`src/include/alu_stream_defines.svh`:
```
/*
  widths, buffer depths and credit counts for alu_stream
  INGRESS_DEPTH is also the upstream's credit count after reset
  EGRESS_CREDITS must be at least 1 or no response ever leaves
*/
`ifndef ALU_STREAM_DEFINES_SVH
`define ALU_STREAM_DEFINES_SVH

// operand, result and tag widths
`define ALU_DATA_W 16
`define ALU_TAG_W 4

// buffer depths
`define INGRESS_DEPTH 4
`define EGRESS_DEPTH 4

// downstream grant after reset
`define EGRESS_CREDITS 2

`endif
```
`src/source/alu_stream_pkg.sv`:
```
/*
  types shared by the alu_stream blocks and the testbench
  every 2-bit opcode value is defined, so no error response exists
*/
`default_nettype none

`include "alu_stream_defines.svh"

package alu_stream_pkg;

  typedef enum logic [1:0] {
    OP_ADD = 2'd0,
    OP_SUB = 2'd1,
    OP_XOR = 2'd2,
    OP_AND = 2'd3
  } op_e;

  // 38 bits in total
  typedef struct packed {
    op_e                   op;
    logic [`ALU_DATA_W-1:0] a;
    logic [`ALU_DATA_W-1:0] b;
    logic [`ALU_TAG_W-1:0]  tag;
  } req_t;

  // 21 bits in total
  typedef struct packed {
    logic [`ALU_TAG_W-1:0]  tag;
    logic [`ALU_DATA_W-1:0] result;
    logic                   zero;
  } rsp_t;

  // holds 0 up to EGRESS_CREDITS
  typedef logic [$clog2(`EGRESS_CREDITS + 1)-1:0] credit_cnt_t;

endpackage

`default_nettype wire

```
`src/source/alu_stream_top.sv`:
```
/*
  credit-controlled command stream processor
  credit_o and rsp_credit_i each count one credit per high cycle
  responses leave in request order, three cycles after an idle entry
*/
`default_nettype none

module alu_stream_top import alu_stream_pkg::*; (
  input  logic clk_i,
  input  logic rst_ni,
  // upstream
  input  logic req_valid_i,
  input  req_t req_i,
  output logic credit_o,
  // downstream
  output logic rsp_valid_o,
  output rsp_t rsp_o,
  input  logic rsp_credit_i
);

  logic in_valid;
  logic in_ready;
  req_t in_req;
  logic out_valid;
  logic out_ready;
  rsp_t out_rsp;

  ingress_credit i_ingress_credit (
    .clk_i       (clk_i),
    .rst_ni      (rst_ni),
    .req_valid_i (req_valid_i),
    .req_i       (req_i),
    .credit_o    (credit_o),
    .in_valid_o  (in_valid),
    .in_ready_i  (in_ready),
    .in_req_o    (in_req)
  );

  op_engine i_op_engine (
    .clk_i       (clk_i),
    .rst_ni      (rst_ni),
    .in_valid_i  (in_valid),
    .in_ready_o  (in_ready),
    .in_req_i    (in_req),
    .out_valid_o (out_valid),
    .out_ready_i (out_ready),
    .out_rsp_o   (out_rsp)
  );

  egress_credit i_egress_credit (
    .clk_i        (clk_i),
    .rst_ni       (rst_ni),
    .out_valid_i  (out_valid),
    .out_ready_o  (out_ready),
    .out_rsp_i    (out_rsp),
    .rsp_valid_o  (rsp_valid_o),
    .rsp_o        (rsp_o),
    .rsp_credit_i (rsp_credit_i)
  );

endmodule

`default_nettype wire

```
`src/source/egress_credit.sv`:
```
/*
  output side of alu_stream
  responses go out only against downstream credits, there is no ready
  the downstream must not return more credits than it has used
*/
`default_nettype none

`include "alu_stream_defines.svh"

module egress_credit import alu_stream_pkg::*; (
  input  logic clk_i,
  input  logic rst_ni,
  // from the engine
  input  logic out_valid_i,
  output logic out_ready_o,
  input  rsp_t out_rsp_i,
  // downstream, credit based
  output logic rsp_valid_o,
  output rsp_t rsp_o,
  input  logic rsp_credit_i
);

  credit_cnt_t credit_cnt_q;
  logic        has_credit;
  logic        fifo_rvalid;

  assign has_credit = (credit_cnt_q != '0);

  // pass-through saves a cycle when the buffer is empty
  stream_fifo #(
    .Width ($bits(rsp_t)),
    .Depth (`EGRESS_DEPTH),
    .Pass  (1'b1)
  ) i_rsp_fifo (
    .clk_i    (clk_i),
    .rst_ni   (rst_ni),
    .wvalid_i (out_valid_i),
    .wready_o (out_ready_o),
    .wdata_i  (out_rsp_i),
    .rvalid_o (fifo_rvalid),
    .rready_i (has_credit),
    .rdata_o  (rsp_o)
  );

  assign rsp_valid_o = fifo_rvalid & has_credit;

  // a send and a returned credit in one cycle cancel out
  always_ff @(posedge clk_i or negedge rst_ni) begin
    if (!rst_ni) begin
      credit_cnt_q <= credit_cnt_t'(`EGRESS_CREDITS);
    end else if (rsp_valid_o && !rsp_credit_i) begin
      credit_cnt_q <= credit_cnt_q - credit_cnt_t'(1);
    end else if (!rsp_valid_o && rsp_credit_i) begin
      credit_cnt_q <= credit_cnt_q + credit_cnt_t'(1);
    end
  end

  // catches a downstream that returns more than it consumed
  a_credit_bound: assert property (
    @(posedge clk_i) disable iff (!rst_ni)
    credit_cnt_q <= credit_cnt_t'(`EGRESS_CREDITS)
  );

endmodule

`default_nettype wire

```
`src/source/op_engine.sv`:
```
/*
  two-stage opcode pipeline with valid/ready on both sides
  stage one holds the request, stage two the response
  each stage moves when the next one is empty or draining
*/
`default_nettype none

`include "alu_stream_defines.svh"

module op_engine import alu_stream_pkg::*; (
  input  logic clk_i,
  input  logic rst_ni,
  // request side
  input  logic in_valid_i,
  output logic in_ready_o,
  input  req_t in_req_i,
  // response side
  output logic out_valid_o,
  input  logic out_ready_i,
  output rsp_t out_rsp_o
);

  logic                   s1_valid_q;
  req_t                   s1_req_q;
  logic                   s1_ready;
  logic                   s2_valid_q;
  rsp_t                   s2_rsp_q;
  logic                   s2_ready;
  logic [`ALU_DATA_W-1:0] result;
  rsp_t                   rsp_d;

  assign s2_ready = ~s2_valid_q | out_ready_i;
  assign s1_ready = ~s1_valid_q | s2_ready;

  // stage one
  always_ff @(posedge clk_i or negedge rst_ni) begin
    if (!rst_ni) begin
      s1_valid_q <= 1'b0;
    end else if (s1_ready) begin
      s1_valid_q <= in_valid_i;
    end
  end

  always_ff @(posedge clk_i) begin
    if (in_valid_i && s1_ready) begin
      s1_req_q <= in_req_i;
    end
  end

  // sums and differences wrap at the data width
  always_comb begin
    unique case (s1_req_q.op)
      OP_ADD:  result = s1_req_q.a + s1_req_q.b;
      OP_SUB:  result = s1_req_q.a - s1_req_q.b;
      OP_XOR:  result = s1_req_q.a ^ s1_req_q.b;
      default: result = s1_req_q.a & s1_req_q.b;
    endcase
  end

  assign rsp_d.tag    = s1_req_q.tag;
  assign rsp_d.result = result;
  assign rsp_d.zero   = (result == '0);

  // stage two
  always_ff @(posedge clk_i or negedge rst_ni) begin
    if (!rst_ni) begin
      s2_valid_q <= 1'b0;
    end else if (s2_ready) begin
      s2_valid_q <= s1_valid_q;
    end
  end

  always_ff @(posedge clk_i) begin
    if (s1_valid_q && s2_ready) begin
      s2_rsp_q <= rsp_d;
    end
  end

  assign in_ready_o  = s1_ready;
  assign out_valid_o = s2_valid_q;
  assign out_rsp_o   = s2_rsp_q;

  // a stalled response stays put until the output side takes it
  a_stall_holds: assert property (
    @(posedge clk_i) disable iff (!rst_ni)
    out_valid_o && !out_ready_i |=> out_valid_o && $stable(out_rsp_o)
  );

endmodule

`default_nettype wire

```
`src/source/ingress_credit.sv`:
```
/*
  input side of alu_stream
  the upstream may only send while it holds credits, so there is no ready
  one credit_o pulse follows every request handed to the engine
*/
`default_nettype none

`include "alu_stream_defines.svh"

module ingress_credit import alu_stream_pkg::*; (
  input  logic clk_i,
  input  logic rst_ni,
  // upstream, credit based
  input  logic req_valid_i,
  input  req_t req_i,
  output logic credit_o,
  // towards the engine
  output logic in_valid_o,
  input  logic in_ready_i,
  output req_t in_req_o
);

  logic fifo_wready;
  logic credit_q;

  stream_fifo #(
    .Width ($bits(req_t)),
    .Depth (`INGRESS_DEPTH),
    .Pass  (1'b0)
  ) i_req_fifo (
    .clk_i    (clk_i),
    .rst_ni   (rst_ni),
    .wvalid_i (req_valid_i),
    .wready_o (fifo_wready),
    .wdata_i  (req_i),
    .rvalid_o (in_valid_o),
    .rready_i (in_ready_i),
    .rdata_o  (in_req_o)
  );

  // a slot freed at this edge becomes a credit in the next cycle
  always_ff @(posedge clk_i or negedge rst_ni) begin
    if (!rst_ni) begin
      credit_q <= 1'b0;
    end else begin
      credit_q <= in_valid_o & in_ready_i;
    end
  end

  assign credit_o = credit_q;

  // upstream sending with no credit left would overrun the buffer
  a_no_credit_overrun: assert property (
    @(posedge clk_i) disable iff (!rst_ni) req_valid_i |-> fifo_wready
  );

endmodule

`default_nettype wire

```
`src/source/stream_fifo.sv`:
```
/*
  synchronous valid/ready FIFO, Depth of 1 or more
  with Pass set an empty FIFO forwards wdata_i to the read side
  in the same cycle, so rvalid_o then depends on wvalid_i
*/
`default_nettype none

module stream_fifo #(
  parameter int unsigned Width = 8,
  parameter int unsigned Depth = 4,
  parameter bit          Pass  = 1'b0
) (
  input  logic             clk_i,
  input  logic             rst_ni,
  // write side
  input  logic             wvalid_i,
  output logic             wready_o,
  input  logic [Width-1:0] wdata_i,
  // read side
  output logic             rvalid_o,
  input  logic             rready_i,
  output logic [Width-1:0] rdata_o
);

  localparam int unsigned AddrW = (Depth > 1) ? $clog2(Depth) : 1;
  localparam int unsigned PtrW  = AddrW + 1;

  logic [PtrW-1:0]  wptr_q;
  logic [PtrW-1:0]  rptr_q;
  logic [AddrW-1:0] waddr;
  logic [AddrW-1:0] raddr;
  logic             push;
  logic             pop;
  logic             full;
  logic             fifo_empty;
  logic [PtrW-1:0]  occupancy;
  logic [Width-1:0] storage_q [Depth];

  // advance within 0..Depth-1 and flip the wrap bit at the end
  function automatic logic [PtrW-1:0] ptr_next(logic [PtrW-1:0] ptr);
    logic [PtrW-1:0] nxt;
    if (ptr[AddrW-1:0] == AddrW'(Depth - 1)) begin
      nxt = {~ptr[AddrW], {AddrW{1'b0}}};
    end else begin
      nxt = ptr + PtrW'(1);
    end
    return nxt;
  endfunction

  assign waddr = wptr_q[AddrW-1:0];
  assign raddr = rptr_q[AddrW-1:0];

  // same slot, different lap means full
  assign full       = (waddr == raddr) && (wptr_q[AddrW] != rptr_q[AddrW]);
  assign fifo_empty = (wptr_q == rptr_q);

  assign wready_o = ~full;
  assign push     = wvalid_i & ~full;
  assign pop      = rvalid_o & rready_i;

  always_ff @(posedge clk_i or negedge rst_ni) begin
    if (!rst_ni) begin
      wptr_q <= '0;
      rptr_q <= '0;
    end else begin
      if (push) begin
        wptr_q <= ptr_next(wptr_q);
      end
      if (pop) begin
        rptr_q <= ptr_next(rptr_q);
      end
    end
  end

  always_ff @(posedge clk_i) begin
    if (push) begin
      storage_q[waddr] <= wdata_i;
    end
  end

  if (Pass) begin : gen_pass
    // a push into an empty FIFO is popped at the same edge
    assign rvalid_o = ~fifo_empty | wvalid_i;
    assign rdata_o  = fifo_empty ? wdata_i : storage_q[raddr];
  end else begin : gen_no_pass
    assign rvalid_o = ~fifo_empty;
    assign rdata_o  = storage_q[raddr];
  end

  // entry count, only for checking
  always_comb begin
    if (wptr_q[AddrW] == rptr_q[AddrW]) begin
      occupancy = PtrW'(waddr) - PtrW'(raddr);
    end else begin
      occupancy = PtrW'(Depth) - PtrW'(raddr) + PtrW'(waddr);
    end
  end

  a_occupancy_bound: assert property (
    @(posedge clk_i) disable iff (!rst_ni) occupancy <= PtrW'(Depth)
  );

endmodule

`default_nettype wire

```
`config.mk`:
```
export PLATFORM = sky130hd
export DESIGN_NAME = alu_stream_top
export DESIGN_NICKNAME = d
export VERILOG_FILES = /design/src/source/alu_stream_pkg.sv /design/src/source/alu_stream_top.sv /design/src/source/egress_credit.sv /design/src/source/op_engine.sv /design/src/source/ingress_credit.sv /design/src/source/stream_fifo.sv
export VERILOG_INCLUDE_DIRS = /design/src /design/src/include
export SDC_FILE = /design/constraint.sdc
export NUM_CORES = 1
export LEC_CHECK = 0
export BUFFER_PORTS_ARGS = -buffer_cell sky130_fd_sc_hd__buf_2
export CORE_MARGIN = 1.5
export CORE_UTILIZATION = 50
export CTS_CLUSTER_DIAMETER = 100
export DETAILED_ROUTE_END_ITERATION = 7
export PLACE_DENSITY = 0.66
export SYNTH_ARGS = -nofsm -noshare
export SYNTH_HDL_FRONTEND = slang
export SYNTH_SLANG_ARGS = --single-unit
```
`constraint.sdc`:
```
create_clock -name clk_i -period 8.12 [get_ports clk_i]
set_input_delay 0.406 -clock clk_i [delete_from_list [all_inputs] [get_ports clk_i]]
set_output_delay 0.406 -clock clk_i [all_outputs]
set_load 0.02 [all_outputs]
```
### After elaboration in Yosys (flattened, before gate mapping)

Memories as Yosys holds them, arrays and structs flattened. A register that Yosys moved wholly into a read port is not among the register bits.
Index checks and enable logic that the tools add are counted.

| word-level totals | value |
|---|---|
| bits in registers | 38 |
| latch bits | 0 |
| RAM bits | 236 |
| ROM bits | 0 |
| bits of input ports | 42 |
| memories kept | 2 |

| operators by class | value |
|---|---|
| $add $sub $neg | 8 |
| $mul | 0 |
| div/mod/pow operators | 0 |
| order comparisons | 0 |
| eq/ne operators | 12 |
| shift-type cells | 0 |
| muxes and demuxes | 12 |
| bitwise logic cells | 19 |
| reductions and logical operators | 12 |

Memory list:

| name | depth | bits a word | rd ports | clocked after memory_dff | wr ports | line | source |
|---|---|---|---|---|---|---|---|
| i_ingress_credit.i_req_fifo.storage_q | 4 | 38 | 1 | 1 | 1 | stream_fifo.sv:37 | `logic [Width-1:0] storage_q [Depth];` |
| i_egress_credit.i_rsp_fifo.storage_q | 4 | 21 | 1 | 0 | 1 | stream_fifo.sv:37 |  |

Operators with widths:

| operator | number |
|---|---|
| $pmux W16 S3 | 1 |
| $mux W21 | 1 |
| $add A16 B16 Y16 | 1 |
| $and A16 B16 Y16 | 1 |
| $logic_not A16 Y1 | 1 |
| $sub A16 B16 Y16 | 1 |
| $xor A16 B16 Y16 | 1 |
| $add A3 B1 Y3 const B | 4 |
| $mux W3 | 4 |
| $eq A2 B2 Y1 const B | 5 |
| $not A1 Y1 | 10 |
| $eq A3 B3 Y1 | 2 |
| $logic_and A1 B1 Y1 | 6 |
| $and A1 B1 Y1 | 4 |
| $eq A2 B2 Y1 | 2 |
| $mux W1 | 4 |
| $mux W2 | 2 |
| $reduce_bool A2 Y1 | 2 |
| $or A1 B1 Y1 | 3 |
| $add A2 B1 Y2 const B | 1 |
| $eq A2 B1 Y1 const B | 1 |
| $logic_not A1 Y1 | 2 |
| $logic_not A2 Y1 | 1 |
| $ne A1 B1 Y1 | 2 |
| $sub A2 B1 Y2 const B | 1 |

### Longest topological paths before layout

| logic depth | value |
|---|---|
| depth after elaboration | 8 |
| gate-level depth with buffers | 17 |
| depth with buffers taken out | 16 |

### Cells and area by module

Synthesis repeated with hierarchy kept, for this count alone.

| unflattened totals | value |
|---|---|
| cells, all modules | 719 |
| area, all modules | 13411.6 um2 |

Modules (own cells, without submodules):

| module | times used | cells each | area an instance (um2) | seq. area each (um2) |
|---|---|---|---|---|
| stream_fifo at i_ingress_credit.i_req_fifo | 1 | 252 | 5999.5 | 4714.5 |
| stream_fifo at i_egress_credit.i_rsp_fifo | 1 | 173 | 3797.4 | 2672.6 |
| op_engine | 1 | 282 | 3473.3 | 1821.7 |
| egress_credit | 1 | 10 | 110.1 | 51.3 |
| ingress_credit | 1 | 2 | 31.3 | 25.0 |

### Worst setup path after synthesis

OpenSTA, ideal clock, no wires.

| path | value |
|---|---|
| kind | register to register |
| from | register i_op_engine.s1_req_q[4] (netlist name) |
| to | register i_op_engine.s2_rsp_q, in the netlist i_op_engine.out_rsp_o[0] (data pin) |
| data arrival time | 3.830 ns |
| required time | 7.951 ns |
| setup slack | 4.121 ns |
| cell stages (with the launch flop) | 17 |
| period minus slack after synthesis | 3.999 ns |
| cell sequence | edfxtp_1 -> inv_1 -> ha_1 -> nand2b_1 -> or4_1 -> or2_2 -> o41ai_1 -> xor2_1 -> ha_1 -> clkbuf_1 -> and3_1 -> and3_1 -> a32oi_1 -> o41ai_1 -> nor4b_2 -> or4b_1 -> nor4b_2 |

RTL lines:

| element | line | source |
|---|---|---|
| end signal: assignment | op_engine.sv:75 | `s2_rsp_q <= rsp_d;` |
| end: declaration | op_engine.sv:27 | `rsp_t s2_rsp_q;` |

==> results.py <==
metrics = {
    "critical_path": {
        "cp.arrival_ps": 4740,
        "cp-end-kind": "flip-flop",
        "crit_fanout": 21,
        "cp_common_cell": "nor4b_2",
        "criticalPathCategory": "reg -> reg",
        "r2r-start": "i_op_engine.s1_req_q[36]",
        "critPathTopFamily": "simple AND/OR/NAND/NOR gates",
        "timing.rr.end": "i_op_engine.out_rsp_o[0]",
        "r2r_setup_slack_ps": 3710,
        "path_buf_inv": 1,
        "crit_required_ps": 8450,
        "cp-start-kind": "flip-flop",
        "cp_slowest_stage_delay_ps": 900,
        "worstRegToRegCells": 12,
        "slowest_stage": "edfxtp_1",
        "crit_chain": "nor2b_1, nor2_1, xnor2_1, ha_1, inv_1, a31oi_1, nand4_1, or4_1, nor4_2, nor4b_2, or4b_1, nor4b_2",
    },
    "sta": {
        "hold_slack_ps": 115,
        "min_period_over_period_pct": 54.4,
        "slew_headroom_pct": 23.1,
        "drv_slew": 0,
        "fmax_ghz": 0.227,
        "timing.final.ws_setup_ps": 3710,
        "min_period_ps": 4410,
        "clock-skew-final_ps": 9.50,
        "rsz0062_at_grt": "no",
        "setup_viol": 0,
        "tns_ps": 0,
        "tightest_slew_ps": 1150,
        "hold_viol_final": 0,
    },
    "route": {
        "drc": 0,
        "first_pass_iters": 5,
        "vias": 6554,
        "postRouteAntennaNets": 0,
        "initialDrtViolationCount": 367,
        "wire_per_inst_um": 19.4,
        "drt-total-wl_mm": 22.7,
        "vias_per_cell": 5.61,
    },
    "clock_tree": {
        "cts_buffer_depth": 3,
        "cts-root-buf": "clkbuf_16",
        "clk_transition_reported_paths_ps": 60,
        "cts_max_level": 2,
        "numCtsBuffers": 34,
        "ctsResizeCount": 0,
        "cts_num_sinks": 312,
        "cts_tree": "built",
        "clk_latency_ps": 500,
    },
    "synth": {
        "synthDistinctLibCells": 63,
        "synthAdderAreaFrac_pct": 4.23,
        "synth_top_area_share_pct": 67.1,
        "synth_compound_area_share_pct": 3.73,
        "yosys_warnings": 0,
        "ys_ff_latch": 312,
        "syn_area_sq_um": 13200,
        "netlist_top_cells_count": "295 x edfxtp_1, 59 x mux4_2, 43 x ha_1",
        "synth_largest_area_cell": "edfxtp_1",
        "synthMuxAreaShare_pct": 13.2,
        "post-synth-top-count-cell": "edfxtp_1",
        "synth_top_family_by_area": "multiplexers",
        "syn_area_per_cell_sq_um": 18.2,
        "synth_simple_gate_area_share_pct": 5.02,
        "synth.area.top_cells": "edfxtp_1 67%, mux4_2 10%, ha_1 4.1%",
        "ys_seq_area_share_pct": 70.3,
        "synth-edff-count": 295,
        "synthCells": 725,
        "syn-num-nets": 811,
        "synthArstFlopShare_pct": 5.45,
        "synth_xor_area_share_pct": 2.06,
        "ys.flop_type": "edfxtp_1",
    },
    "finish": {
        "n_antenna_cell": 0,
        "instances_no_fill": 1168,
        "nNetsFinal": 894,
        "drive_gt1_share_pct": 27.1,
        "fill_cells": 1960,
        "area_growth_pct": 14.0,
    },
    "placed_design": {
        "place_inst": 1106,
        "dp_slack_ps": 3710,
        "hpwl_mm": 14.6,
        "portBuffers": 64,
        "gp_congestion": 0.824,
    },
    "hold_path": {
        "min_to": "i_ingress_credit.i_req_fifo.storage_q[0][26]",
        "min_from": "req_i[26]",
        "hold_depth": 1,
        "hp-class": "in -> reg",
    },
    "die": {
        "initial_utilization_pct": 50.8,
        "rows": 59,
        "design.core.area_sq_um": 26000,
        "die_w_um": 165,
        "die_h_um": 165,
        "io_pins": 65,
        "dieArea_sq_um": 27400,
    },
    "grt": {
        "antenna_found_initial": 0,
        "track_usage_pct": 17.4,
        "first_global_vias": 6831,
        "overflow": 0,
        "grt_max_degree": 43,
        "grt_pass1_wl_mm": 36.1,
    },
    "job": {
        "drv_cap": 0,
    },
    "run_status": {
        "status": "complete, no violations",
    },
}
==> cell type report <==
class,count,area (sq um),area share [%]
clock buffer,39,901,5.98
sequential,312,9290,61.7
tap,335,419,2.78
multi-input combinational,366,3740,24.9
inverter,21,78.8,0.524
timing repair buffer,73,390,2.59
clock inverter,22,236,1.57
==> what timing repair did <==
action,in CTS,in global routing
hold endpoints to repair,16,0
hold buffers,1,0
setup buffers,0,0
==> worst max path at each step <==
stage	to	slack, ps	cells after the start	startpoint
after floorplan	i_op_engine.out_rsp_o[0]	4120	16	i_op_engine.s1_req_q[4]
after global placement	i_op_engine.out_rsp_o[0]	3850	12	i_op_engine.s1_req_q[36]
after detailed placement	i_op_engine.out_rsp_o[0]	3710	12	i_op_engine.s1_req_q[36]
after CTS	i_op_engine.out_rsp_o[0]	3690	12	i_op_engine.s1_req_q[36]
after global routing	i_op_engine.out_rsp_o[0]	3340	12	i_op_engine.s1_req_q[36]
final	i_op_engine.out_rsp_o[0]	3710	12	i_op_engine.s1_req_q[36]
==> cells in the final DEF (no fill, tap or decap), types with 7 or more instances in the layout <==
master / count
dfrtp_1: 15
mux4_2: 59
nand2b_1: 7
a21oi_1: 13
mux2i_1: 9
edfxtp_1: 295
o211ai_1: 7
o21ai_0: 13
xor2_1: 10
nand2_1: 32
nor2_1: 24
and2_1: 10
clkinv_1: 8
xnor2_1: 21
ha_1: 43
mux2_2: 29
buf_2: 64
nand3_1: 8
inv_1: 21
buf_4: 8
clkbuf_16: 35
==> metrics by stage <==
| step | cell area (sq um) | utilization (%) |
|---|---|---|
| 2_1_floorplan | 13200 | - |
| 3_3_place_gp | 13900 | 53.5 |
| 3_5_place_dp | 13900 | 53.5 |
| 4_1_cts | 15100 | 57.9 |
| 5_1_grt | 15100 | 57.9 |
| 6_report | 15100 | 57.9 |
==> per-layer routing <==
layer,share of wire [%],up-vias,track usage [%]
met4,2.6,0,5.76
met5,0,-,0
met1,44,3322,22.8
li1,-,3058,-
met2,49,133,29.7
met3,3.9,41,3.02
==> cells by family (layout without fill, tap and decap cells) <==
kind of cell | after synthesis | count (layout)
buf+inv | 47 | 155
mux | 97 | 97
flops | 312 | 312
fa+ha+maj | 44 | 44
simple gates | 122 | 122
xor+xnor | 31 | 31
compound gates | 72 | 72
==> flip-flops by register name (all words and copies together), names as in the netlist <==
signal                                 flops
i_ingress_credit.credit_o                  1
i_ingress_credit.i_req_fifo.rptr_q         3
i_egress_credit.i_rsp_fifo.storage_q      84
i_ingress_credit.i_req_fifo.wptr_q         3
i_egress_credit.i_rsp_fifo.rptr_q          3
i_op_engine.s1_req_q                      34
i_egress_credit.credit_cnt_q               2
i_op_engine.out_rsp_o                     21
i_egress_credit.i_rsp_fifo.wptr_q          3
i_op_engine.s1_valid_q                     1
i_ingress_credit.i_req_fifo.storage_q    152
i_op_engine.out_valid_o                    1
i_op_engine.rsp_d                          4
Power is not shown: default switching activity piles up to over one toggle a cycle in this logic, so the estimate is an artifact.
